File: config.mk
export PLATFORM = sky130hd
export DESIGN_NAME = mipsCpuBus
export DESIGN_NICKNAME = d
export VERILOG_FILES = /design/src/hdl/mipsPkg.sv /design/src/hdl/mipsAlu.sv /design/src/hdl/mipsRegFile.sv /design/src/hdl/mipsControl.sv /design/src/hdl/mipsCpuBus.sv
export VERILOG_INCLUDE_DIRS = /design/src /design/src/hdl
export SDC_FILE = /design/constraint.sdc
export NUM_CORES = 2
export LEC_CHECK = 0
export ABC_AREA = 1
export BUFFER_PORTS_ARGS = -buffer_cell sky130_fd_sc_hd__buf_2
export CELL_PAD_IN_SITES_DETAIL_PLACEMENT = 1
export CELL_PAD_IN_SITES_GLOBAL_PLACEMENT = 1
export CORE_AREA = 2 2 666 403
export CTS_BUF_LIST = sky130_fd_sc_hd__clkbuf_4 sky130_fd_sc_hd__clkbuf_8 sky130_fd_sc_hd__clkbuf_16
export DETAILED_ROUTE_END_ITERATION = 7
export DIE_AREA = 0 0 668 405
export GPL_ROUTABILITY_DRIVEN = 1
export HOLD_SLACK_MARGIN = 0.12
export PLACE_DENSITY = 0.53
export SYNTH_ARGS = -nofsm -noshare
export SYNTH_HDL_FRONTEND = slang
export SYNTH_SLANG_ARGS = --single-unit
export TNS_END_PERCENT = 30
File: constraint.sdc
create_clock -name clk -period 16.36 [get_ports clk]
set_input_delay 3.272 -clock clk [delete_from_list [all_inputs] [get_ports clk]]
set_output_delay 3.272 -clock clk [all_outputs]
set_load 0.05 [all_outputs]
File: src/hdl/mipsDefs.svh
// MIPS core constants
`ifndef MIPS_DEFS_SVH
`define MIPS_DEFS_SVH

// Datapath width
`define MIPS_WORD 32

// Register file geometry
`define MIPS_REG_ADDR 5
`define MIPS_NUM_REGS 32

// First instruction fetched after reset
`define MIPS_RESET_VECTOR 32'hBFC00000

// Reaching this PC ends the program
`define MIPS_HALT_ADDR 32'h00000000

// Result register, exposed as register_v0
`define MIPS_V0 2

`endif

File: src/hdl/mipsPkg.sv
// MIPS shared types
`include "mipsDefs.svh"

package mipsPkg;

    // Primary opcodes, R-type ops share opcode zero
    typedef enum logic [5:0] {
        OP_R     = 6'd0,
        OP_J     = 6'd2,
        OP_BEQ   = 6'd4,
        OP_BNE   = 6'd5,
        OP_ADDIU = 6'd9,
        OP_SLTI  = 6'd10,
        OP_SLTIU = 6'd11,
        OP_ANDI  = 6'd12,
        OP_ORI   = 6'd13,
        OP_XORI  = 6'd14,
        OP_LUI   = 6'd15,
        OP_LW    = 6'd35,
        OP_SW    = 6'd43
    } opcode_t;

    // Function codes of the R-type group
    typedef enum logic [5:0] {
        F_SLL  = 6'd0,
        F_SRL  = 6'd2,
        F_SRA  = 6'd3,
        F_JR   = 6'd8,
        F_ADDU = 6'd33,
        F_SUBU = 6'd35,
        F_AND  = 6'd36,
        F_OR   = 6'd37,
        F_XOR  = 6'd38,
        F_SLT  = 6'd42,
        F_SLTU = 6'd43
    } funct_t;

    typedef enum logic [3:0] {
        ALU_ADD,
        ALU_SUB,
        ALU_AND,
        ALU_OR,
        ALU_XOR,
        ALU_SLT,
        ALU_SLTU,
        ALU_SLL,
        ALU_SRL,
        ALU_SRA,
        ALU_LUI
    } aluOp_t;

    typedef enum logic [1:0] {
        FETCH = 2'd0,
        EXEC  = 2'd1,
        MEM   = 2'd2,
        HALT  = 2'd3
    } cpuState_t;

    typedef struct packed {
        opcode_t                   opcode;
        logic [`MIPS_REG_ADDR-1:0] rs;
        logic [`MIPS_REG_ADDR-1:0] rt;
        logic [`MIPS_REG_ADDR-1:0] rd;
        logic [4:0]                shamt;
        funct_t                    funct;
    } rType_t;

    typedef struct packed {
        opcode_t                   opcode;
        logic [`MIPS_REG_ADDR-1:0] rs;
        logic [`MIPS_REG_ADDR-1:0] rt;
        logic [15:0]               imm16;
    } iType_t;

    // Same fetched word, seen as register or immediate format
    typedef union packed {
        rType_t rType;
        iType_t iType;
    } instrWord_t;

endpackage

File: src/hdl/mipsAlu.sv
// MIPS ALU
`include "mipsDefs.svh"

module mipsAlu
    import mipsPkg::*;
(
    input  instrWord_t            instr,
    input  logic [`MIPS_WORD-1:0] rsData,
    input  logic [`MIPS_WORD-1:0] rtData,
    output logic [`MIPS_WORD-1:0] aluResult,
    output logic                  equal
);

    aluOp_t                aluOp;
    logic [`MIPS_WORD-1:0] signImm;
    logic [`MIPS_WORD-1:0] zeroImm;
    logic [`MIPS_WORD-1:0] opB;

    assign signImm = {{(`MIPS_WORD-16){instr.iType.imm16[15]}}, instr.iType.imm16};
    assign zeroImm = {{(`MIPS_WORD-16){1'b0}}, instr.iType.imm16};

    // Operation from the function code for R-type, else from the opcode
    always_comb begin
        aluOp = ALU_ADD;
        if (instr.rType.opcode == OP_R) begin
            case (instr.rType.funct)
                F_SUBU:  aluOp = ALU_SUB;
                F_AND:   aluOp = ALU_AND;
                F_OR:    aluOp = ALU_OR;
                F_XOR:   aluOp = ALU_XOR;
                F_SLT:   aluOp = ALU_SLT;
                F_SLTU:  aluOp = ALU_SLTU;
                F_SLL:   aluOp = ALU_SLL;
                F_SRL:   aluOp = ALU_SRL;
                F_SRA:   aluOp = ALU_SRA;
                default: aluOp = ALU_ADD;
            endcase
        end else begin
            case (instr.iType.opcode)
                OP_SLTI:  aluOp = ALU_SLT;
                OP_SLTIU: aluOp = ALU_SLTU;
                OP_ANDI:  aluOp = ALU_AND;
                OP_ORI:   aluOp = ALU_OR;
                OP_XORI:  aluOp = ALU_XOR;
                OP_LUI:   aluOp = ALU_LUI;
                default:  aluOp = ALU_ADD;
            endcase
        end
    end

    // Logical immediates are zero-extended, the rest sign-extended
    always_comb begin
        case (instr.iType.opcode)
            OP_R:                     opB = rtData;
            OP_ANDI, OP_ORI, OP_XORI: opB = zeroImm;
            default:                  opB = signImm;
        endcase
    end

    always_comb begin
        case (aluOp)
            ALU_SUB:  aluResult = rsData - opB;
            ALU_AND:  aluResult = rsData & opB;
            ALU_OR:   aluResult = rsData | opB;
            ALU_XOR:  aluResult = rsData ^ opB;
            ALU_SLT:  aluResult = {{(`MIPS_WORD-1){1'b0}}, $signed(rsData) < $signed(opB)};
            ALU_SLTU: aluResult = {{(`MIPS_WORD-1){1'b0}}, rsData < opB};
            // Shifts act on rt by shamt
            ALU_SLL:  aluResult = opB << instr.rType.shamt;
            ALU_SRL:  aluResult = opB >> instr.rType.shamt;
            ALU_SRA:  aluResult = $signed(opB) >>> instr.rType.shamt;
            ALU_LUI:  aluResult = {instr.iType.imm16, 16'h0000};
            default:  aluResult = rsData + opB;
        endcase
    end

    // Branch compare
    assign equal = (rsData == rtData);

endmodule

File: src/hdl/mipsRegFile.sv
// MIPS register file
`include "mipsDefs.svh"

module mipsRegFile
    import mipsPkg::*;
(
    input  logic                      clk,
    input  logic                      reset,
    input  logic [`MIPS_REG_ADDR-1:0] rsAddr,
    input  logic [`MIPS_REG_ADDR-1:0] rtAddr,
    input  logic [`MIPS_REG_ADDR-1:0] wrAddr,
    input  logic [`MIPS_WORD-1:0]     wrData,
    input  logic                      wrEn,
    output logic [`MIPS_WORD-1:0]     rsData,
    output logic [`MIPS_WORD-1:0]     rtData,
    output logic [`MIPS_WORD-1:0]     v0
);

    logic [`MIPS_WORD-1:0] regs [`MIPS_NUM_REGS];

    // Register 0 is never written so it reads back as zero
    always_ff @(posedge clk) begin
        if (reset) begin
            for (int i = 0; i < `MIPS_NUM_REGS; i++) begin
                regs[i] <= '0;
            end
        end else if (wrEn && wrAddr != '0) begin
            regs[wrAddr] <= wrData;
        end
    end

    assign rsData = regs[rsAddr];
    assign rtData = regs[rtAddr];
    assign v0     = regs[`MIPS_V0];

endmodule

File: src/hdl/mipsControl.sv
// MIPS multicycle control
`include "mipsDefs.svh"

module mipsControl
    import mipsPkg::*;
(
    input  logic                      clk,
    input  logic                      reset,
    input  logic                      waitrequest,
    input  logic [`MIPS_WORD-1:0]     readdata,
    input  logic [`MIPS_WORD-1:0]     rsData,
    input  logic [`MIPS_WORD-1:0]     rtData,
    input  logic [`MIPS_WORD-1:0]     aluResult,
    input  logic                      equal,
    output logic                      active,
    output logic [`MIPS_WORD-1:0]     address,
    output logic                      read,
    output logic                      write,
    output logic [`MIPS_WORD-1:0]     writedata,
    output logic [`MIPS_WORD/8-1:0]   byteenable,
    output instrWord_t                instr,
    output logic [`MIPS_REG_ADDR-1:0] rsAddr,
    output logic [`MIPS_REG_ADDR-1:0] rtAddr,
    output logic [`MIPS_REG_ADDR-1:0] wrAddr,
    output logic [`MIPS_WORD-1:0]     wrData,
    output logic                      wrEn
);

    cpuState_t             state;
    logic [`MIPS_WORD-1:0] pc;
    logic [`MIPS_WORD-1:0] pcPlus4;
    logic [`MIPS_WORD-1:0] branchTarget;
    logic [`MIPS_WORD-1:0] nextPc;
    opcode_t               opcode;
    funct_t                funct;
    logic                  isLoad;
    logic                  isStore;
    logic                  writesBack;
    logic                  retire;

    assign opcode  = instr.rType.opcode;
    assign funct   = instr.rType.funct;
    assign isLoad  = (opcode == OP_LW);
    assign isStore = (opcode == OP_SW);

    // Instruction done after a non-memory EXEC or an accepted MEM transfer
    assign retire = ((state == EXEC) && !isLoad && !isStore)
                  || ((state == MEM) && !waitrequest);

    always_comb begin
        case (opcode)
            OP_R:     writesBack = (funct != F_JR);
            OP_ADDIU, OP_SLTI, OP_SLTIU,
            OP_ANDI, OP_ORI, OP_XORI, OP_LUI:
                      writesBack = 1'b1;
            default:  writesBack = 1'b0;
        endcase
    end

    // Next PC without a delay slot
    assign pcPlus4      = pc + `MIPS_WORD'd4;
    assign branchTarget = pcPlus4
                        + {{(`MIPS_WORD-18){instr.iType.imm16[15]}}, instr.iType.imm16, 2'b00};

    always_comb begin
        nextPc = pcPlus4;
        case (opcode)
            OP_R:    if (funct == F_JR) nextPc = rsData;
            OP_J:    nextPc = {pcPlus4[`MIPS_WORD-1 -: 4], instr[25:0], 2'b00};
            OP_BEQ:  if (equal) nextPc = branchTarget;
            OP_BNE:  if (!equal) nextPc = branchTarget;
            default: nextPc = pcPlus4;
        endcase
    end

    // Reset starts in FETCH at the reset vector
    always_ff @(posedge clk) begin
        if (reset) begin
            state  <= FETCH;
            active <= 1'b1;
            pc     <= `MIPS_RESET_VECTOR;
        end else begin
            case (state)
                FETCH:   if (!waitrequest) state <= EXEC;
                EXEC:    if (isLoad || isStore) state <= MEM;
                default: state <= state;
            endcase
            if (retire) begin
                pc <= nextPc;
                if (nextPc == `MIPS_HALT_ADDR) begin
                    state  <= HALT;
                    active <= 1'b0;
                end else begin
                    state <= FETCH;
                end
            end
        end
    end

    always_ff @(posedge clk) begin
        if (state == FETCH && !waitrequest) begin
            instr <= readdata;
        end
    end

    // Bus levels held until waitrequest drops and kept low in reset
    assign read       = !reset && ((state == FETCH) || ((state == MEM) && isLoad));
    assign write      = !reset && (state == MEM) && isStore;
    assign address    = (state == MEM) ? aluResult : pc;
    assign writedata  = rtData;
    assign byteenable = '1;

    // Register file access
    assign rsAddr = instr.rType.rs;
    assign rtAddr = instr.rType.rt;
    assign wrAddr = (opcode == OP_R) ? instr.rType.rd : instr.iType.rt;
    assign wrData = (state == MEM) ? readdata : aluResult;
    assign wrEn   = ((state == EXEC) && writesBack)
                  || ((state == MEM) && isLoad && !waitrequest);

endmodule

File: src/hdl/mipsCpuBus.sv
// MIPS CPU bus top level
`include "mipsDefs.svh"

module mipsCpuBus
    import mipsPkg::*;
(
    input  logic                     clk,
    input  logic                     reset,
    output logic                     active,
    output logic [`MIPS_WORD-1:0]    register_v0,
    output logic [`MIPS_WORD-1:0]    address,
    output logic                     write,
    output logic                     read,
    input  logic                     waitrequest,
    output logic [`MIPS_WORD-1:0]    writedata,
    output logic [`MIPS_WORD/8-1:0]  byteenable,
    input  logic [`MIPS_WORD-1:0]    readdata
);

    instrWord_t                instr;
    logic [`MIPS_REG_ADDR-1:0] rsAddr;
    logic [`MIPS_REG_ADDR-1:0] rtAddr;
    logic [`MIPS_REG_ADDR-1:0] wrAddr;
    logic [`MIPS_WORD-1:0]     wrData;
    logic                      wrEn;
    logic [`MIPS_WORD-1:0]     rsData;
    logic [`MIPS_WORD-1:0]     rtData;
    logic [`MIPS_WORD-1:0]     aluResult;
    logic                      equal;

    mipsControl u_control (
        .clk(clk), .reset(reset), .waitrequest(waitrequest), .readdata(readdata),
        .rsData(rsData), .rtData(rtData), .aluResult(aluResult), .equal(equal),
        .active(active), .address(address), .read(read), .write(write),
        .writedata(writedata), .byteenable(byteenable), .instr(instr),
        .rsAddr(rsAddr), .rtAddr(rtAddr), .wrAddr(wrAddr), .wrData(wrData), .wrEn(wrEn)
    );

    mipsRegFile u_regFile (
        .clk(clk), .reset(reset), .rsAddr(rsAddr), .rtAddr(rtAddr),
        .wrAddr(wrAddr), .wrData(wrData), .wrEn(wrEn),
        .rsData(rsData), .rtData(rtData), .v0(register_v0)
    );

    mipsAlu u_alu (
        .instr(instr), .rsData(rsData), .rtData(rtData),
        .aluResult(aluResult), .equal(equal)
    );

endmodule

Yosys cells after proc, flatten, opt, wreduce, memory -nomap -nowiden

Memories as Yosys holds them, arrays and structs flattened. A register that Yosys moved wholly into a read port is not among the register bits.
Index checks and enable logic that the tools add are counted.

Bits in registers: 67
RAM bits: 1,024
Bits of input ports: 35
Output and inout port bits: 103
Memories kept: 1

Memory list:

| name           | depth | width | read ports | clocked after Yosys merged registers in | wr ports | RTL line          | source |
|---|---|---|---|---|---|---|---|
| u_regFile.regs | 32    | 32    | 3          | 2                                       | 32       | mipsRegFile.sv:19 | `` logic [`MIPS_WORD-1:0] regs [`MIPS_NUM_REGS]; `` |

Add/sub/neg operators: 4
$lt $le $gt $ge: 2
Equality and inequality tests: 37
Shift-type cells: 3
Multiplexer cells: 28
Bitwise gates (word level): 3
Reduce and logical (&&, ||, !) cells: 30

Operator list:

| cell                  | count |
|---|---|
| $pmux 32 s10          | 1 |
| $mux 32               | 6 |
| $pmux 32 s4           | 1 |
| $add 32x32->32        | 2 |
| $lt 32x32->1          | 2 |
| $pmux 32 s2           | 1 |
| $eq 6x4->1 const B    | 8 |
| $eq 6x6->1 const B    | 8 |
| $pmux 4 s9            | 1 |
| $add 32x3->32 const B | 1 |
| $and 32x32->32        | 1 |
| $eq 32x32->1          | 1 |
| $logic_not 32->1      | 1 |
| $or 32x32->32         | 1 |
| $reduce_or 32->1      | 1 |
| $shl 32x5->32         | 1 |
| $shr 32x5->32         | 1 |
| $sshr 32x5->32        | 1 |
| $sub 32x32->32        | 1 |
| $xor 32x32->32        | 1 |
| $pmux 4 s6            | 1 |
| $mux 5                | 4 |
| $eq 6x2->1 const B    | 3 |
| $eq 4x3->1 const B    | 4 |
| other kinds (24)      | 54 |

Logic depth before layout (Yosys ltp)

Depth in word-level cells: 11
Mapped depth: 42

Modules after synthesis

From an unflattened synthesis, not the netlist that was laid out.

Cell total of the unflattened synthesis: 10,670
Area, all modules: 75,118.3 sq um

By module, submodules not included:

| module      | instances | cells an instance | area an instance (sq um) |
|---|---|---|---|
| mipsRegFile | 1         | 7,191             | 56,276.5 |
| mipsAlu     | 1         | 2,083             | 10,844.2 |
| mipsControl | 1         | 1,396             | 7,997.7 |

Least setup slack after synthesis

No wires, ideal clock.

Kind: reg-to-output
Start point: register (tool-made name)
End point: output address[22]
Arrival: 5,155 ps
Path slack: 7,933 ps
Cell stages (with the launch flop): 28
Cell sequence: dfxtp_1 buf_2 buf_2 clkbuf_1 nand3_1 nand3_1 nand2_1 nand2_1 nand2_1 nand2_1 nand2_1 nand2_1 o21ai_1 ha_1 fa_1 nand3_1 nand3_1 a21oi_1 o21ai_1 a21oi_1 o21ai_0 a21boi_1 o21ai_0 a21boi_0 o21ai_0 xor2_1 nand2_1 a41oi_1

RTL lines:

| item             | RTL line         | source |
|---|---|---|
| end: declaration | mipsCpuBus.sv:11 | `` output logic [`MIPS_WORD-1:0] address, `` |

==> flow_metrics.tcl <==
set metrics [dict create \
    cts_buffer_depth 4 \
    num_io_pins 138 \
    final_common_cell "nand2_1" \
    worstSetupEndpointType "primary output" \
    yosysSeqAreaShare 0.428 \
    gp_congestion 1.03 \
    cts.repair.resized 0 \
    antenna_found_initial 45 \
    fin_tns_setup_ns 0 \
    cpMostUsedCell "nand2_1" \
    tightest_slew_ns 1.29 \
    period_needed_ns 13.23 \
    htreeDepth 4 \
    max-slew-margin-rel 0.134 \
    final_cell_mix "nand2_1 (3,748), nand3_1 (1,921), edfxtp_1 (1,056)" \
    drt_first_pass_iters 6 \
    crit_arrival_ns 9.96 \
    synth_async_sr_flop_share 0 \
    synth_edf_count 1056 \
    nNetsFinal 10600 \
    grt.total_usage 0.351 \
    vdd_drop_max_mv 0.0936 \
    core-area_mm2 0.265 \
    cellLeakagePower_nw 35.3 \
    num_vias 83700 \
    grt_pass1_vias 79500 \
    placed_area_mm2 0.0799 \
    finalHoldViolCount 0 \
    drv_slew 0 \
    setup_ws_ns 3.13 \
    fin_area_mm2 0.0843 \
    crit_path_start_kind "flip-flop" \
    grt_pass1_wl_um 664000 \
    worst-path-max-fanout 106 \
    p_per_area_mw_per_mm2 149 \
    fmax_mhz 75.6 \
    hold_class "flip-flop to flip-flop" \
    synth_warnings 0 \
    clock-sinks 1101 \
    critPathRequiredTime_ns 13.09 \
    overflow 0 \
    cp_slowest_cell "nor2_1" \
    drt_iter0_drc 12400 \
    dp_hpwl_um 315000 \
    syn_inst 10700 \
    finalPower_mw 12.6 \
    path_clk_slew_ns 0.06 \
    wl_per_cell_um 34.7 \
    avgSynthCellArea_um2 7.13 \
    syn_to_final_growth_pct 10.6 \
    drive_above_1_share 0.0742 \
    via_per_inst 5.94 \
    yosys.cell_types.count 62 \
    criticalPathCategory "flip-flop to primary output" \
    cts_setup_buffers 0 \
    cap_violations 0 \
    rsz0062_at_grt "no" \
    ys.flop_type "edfxtp_1" \
    fin_skew_ns 0.0481 \
    final_antenna_net_count 0 \
    tritoncts "built" \
    syn_area_mm2 0.0763 \
    setup_viol 0 \
    slowest_delay_ns 0.85 \
    route.detailed.drc 0 \
    status "finished, final reports clean" \
    clk_latency_ns 0.85 \
    ys_seq_elements 1101 \
    die_x_um 668 \
    instances_no_fill 14100 \
    cts-root-buf "clkbuf_16" \
    die_y_um 405 \
    cts_made_buffers 140 \
    dpl.cell_count 13800 \
    pre_cts_slack_ns 4.62 \
    die-area_mm2 0.271 \
    grt_max_degree 162 \
    num_rows 147 \
    min_period_over_period 0.809 \
    buffer_ports.inserted 133 \
    routed_wl_um 489000 \
    ctsHoldBuffers 0 \
    floorplan.initialDensity 0.288 \
]
==> where the power goes <==
group	leakage, nW	internal, mW	switching [mW]
Combinational	21.8	1.19	4.82
Clock	2.21	1.84	1.38
Sequential	11.2	3.21	0.157
Total	35.3	6.24	6.36
==> path summary, 6_finish.rpt <==
kind	end	cells past startpoint	slack (ns)	startpoint
worst min-delay path	u_control.active	2	0.44	u_control.active
worst max register to register	u_regFile.regs[12][19]	35	6.61	flip-flop
worst max-delay path	address[21]	31	3.13	flip-flop
worst min register to register	u_control.active	2	0.44	u_control.active
==> cells in the mapped netlist, drive strengths merged (4+ instances only) <==
master   number  area (um2)
a2111oi       8        70.1
a211oi        8        60.1
a21boi        7        52.6
a21o          8        60.1
a21oi       770        3850
a221oi        7        61.3
a22oi        14         105
a31oi        20         125
a41oi         4        35.0
buf         530        2840
clkbuf      332        1250
clkinv        9        33.8
dfxtp        45         901
edfxtp     1056       31700
ha          132        1650
inv         546        2050
mux2i         8        87.6
nand2      3787       14200
nand3      1922        9620
nand3b        8        60.1
nand4        29         181
nor2        732        2760
nor3         38         225
nor4         19         119
o211ai       42         315
o21a         26         195
o21ai       325        1630
o21bai       11        82.6
o221ai       25         219
o22ai        39         244
or2          92         576
xnor2        13         114
xor2         61         534
==> worst max-delay path, delay by kind of cell (launching register included) <==
family,cells,cell delay [ns]
compound gates,8,2.61
fa+ha+maj,1,0.46
buf+inv,4,1.75
flops,1,0.84
simple gates,18,3.20
==> flip-flops by register name, indices dropped and copies added (netlist names), named ones only <==
| name | count |
|---|---|
| u_control.active | 1 |
| u_control.instr | 32 |
| u_control.pc | 32 |
| u_control.state | 2 |
| u_regFile.regs | 1024 |
==> cell type report <==
cell class / count / area [um2]
Timing Repair Buffer: 385 / 2740
Sequential cell: 1101 / 32600
Antenna cell: 23 / 57.6
Clock inverter: 56 / 542
Fill cell: 32500 / 181000
Inverter: 555 / 2150
Multi-Input combinational cell: 8212 / 37800
Tap cell: 3576 / 4470
Clock buffer: 180 / 3890
==> stage by stage <==
step	hold WS [ns]	util
2_1_floorplan	0.459	-
3_3_place_gp	0.426	0.301
3_5_place_dp	0.432	0.301
4_1_cts	0.448	0.318
5_1_grt	0.476	0.318
6_report	0.442	0.318
==> cell families (layout without fill, tap and decap cells) <==
kind of cell,count (synthesis),count (layout),share of synthesized area
other,2,59,0.0000985
xor gates and xnor gates,74,74,0.00850
AOI/OAI and AO/OA,1326,1326,0.0946
adders and majority gates,135,135,0.0224
muxes,8,8,0.00115
and+or+nand+nor,6633,6633,0.365
DFF,1101,1101,0.428
buffers and inverters,1417,1176,0.0810
==> per-layer routing <==
layer | global-route usage | up-vias | routed length, um
li1 | - | 35100 | -
met1 | 0.529 | 42800 | 225000
met2 | 0.465 | 5019 | 186000
met3 | 0.106 | 722 | 60500
met4 | 0.115 | 26 | 17400
met5 | 0 | - | 412
(Power assumes the default switching activity.)
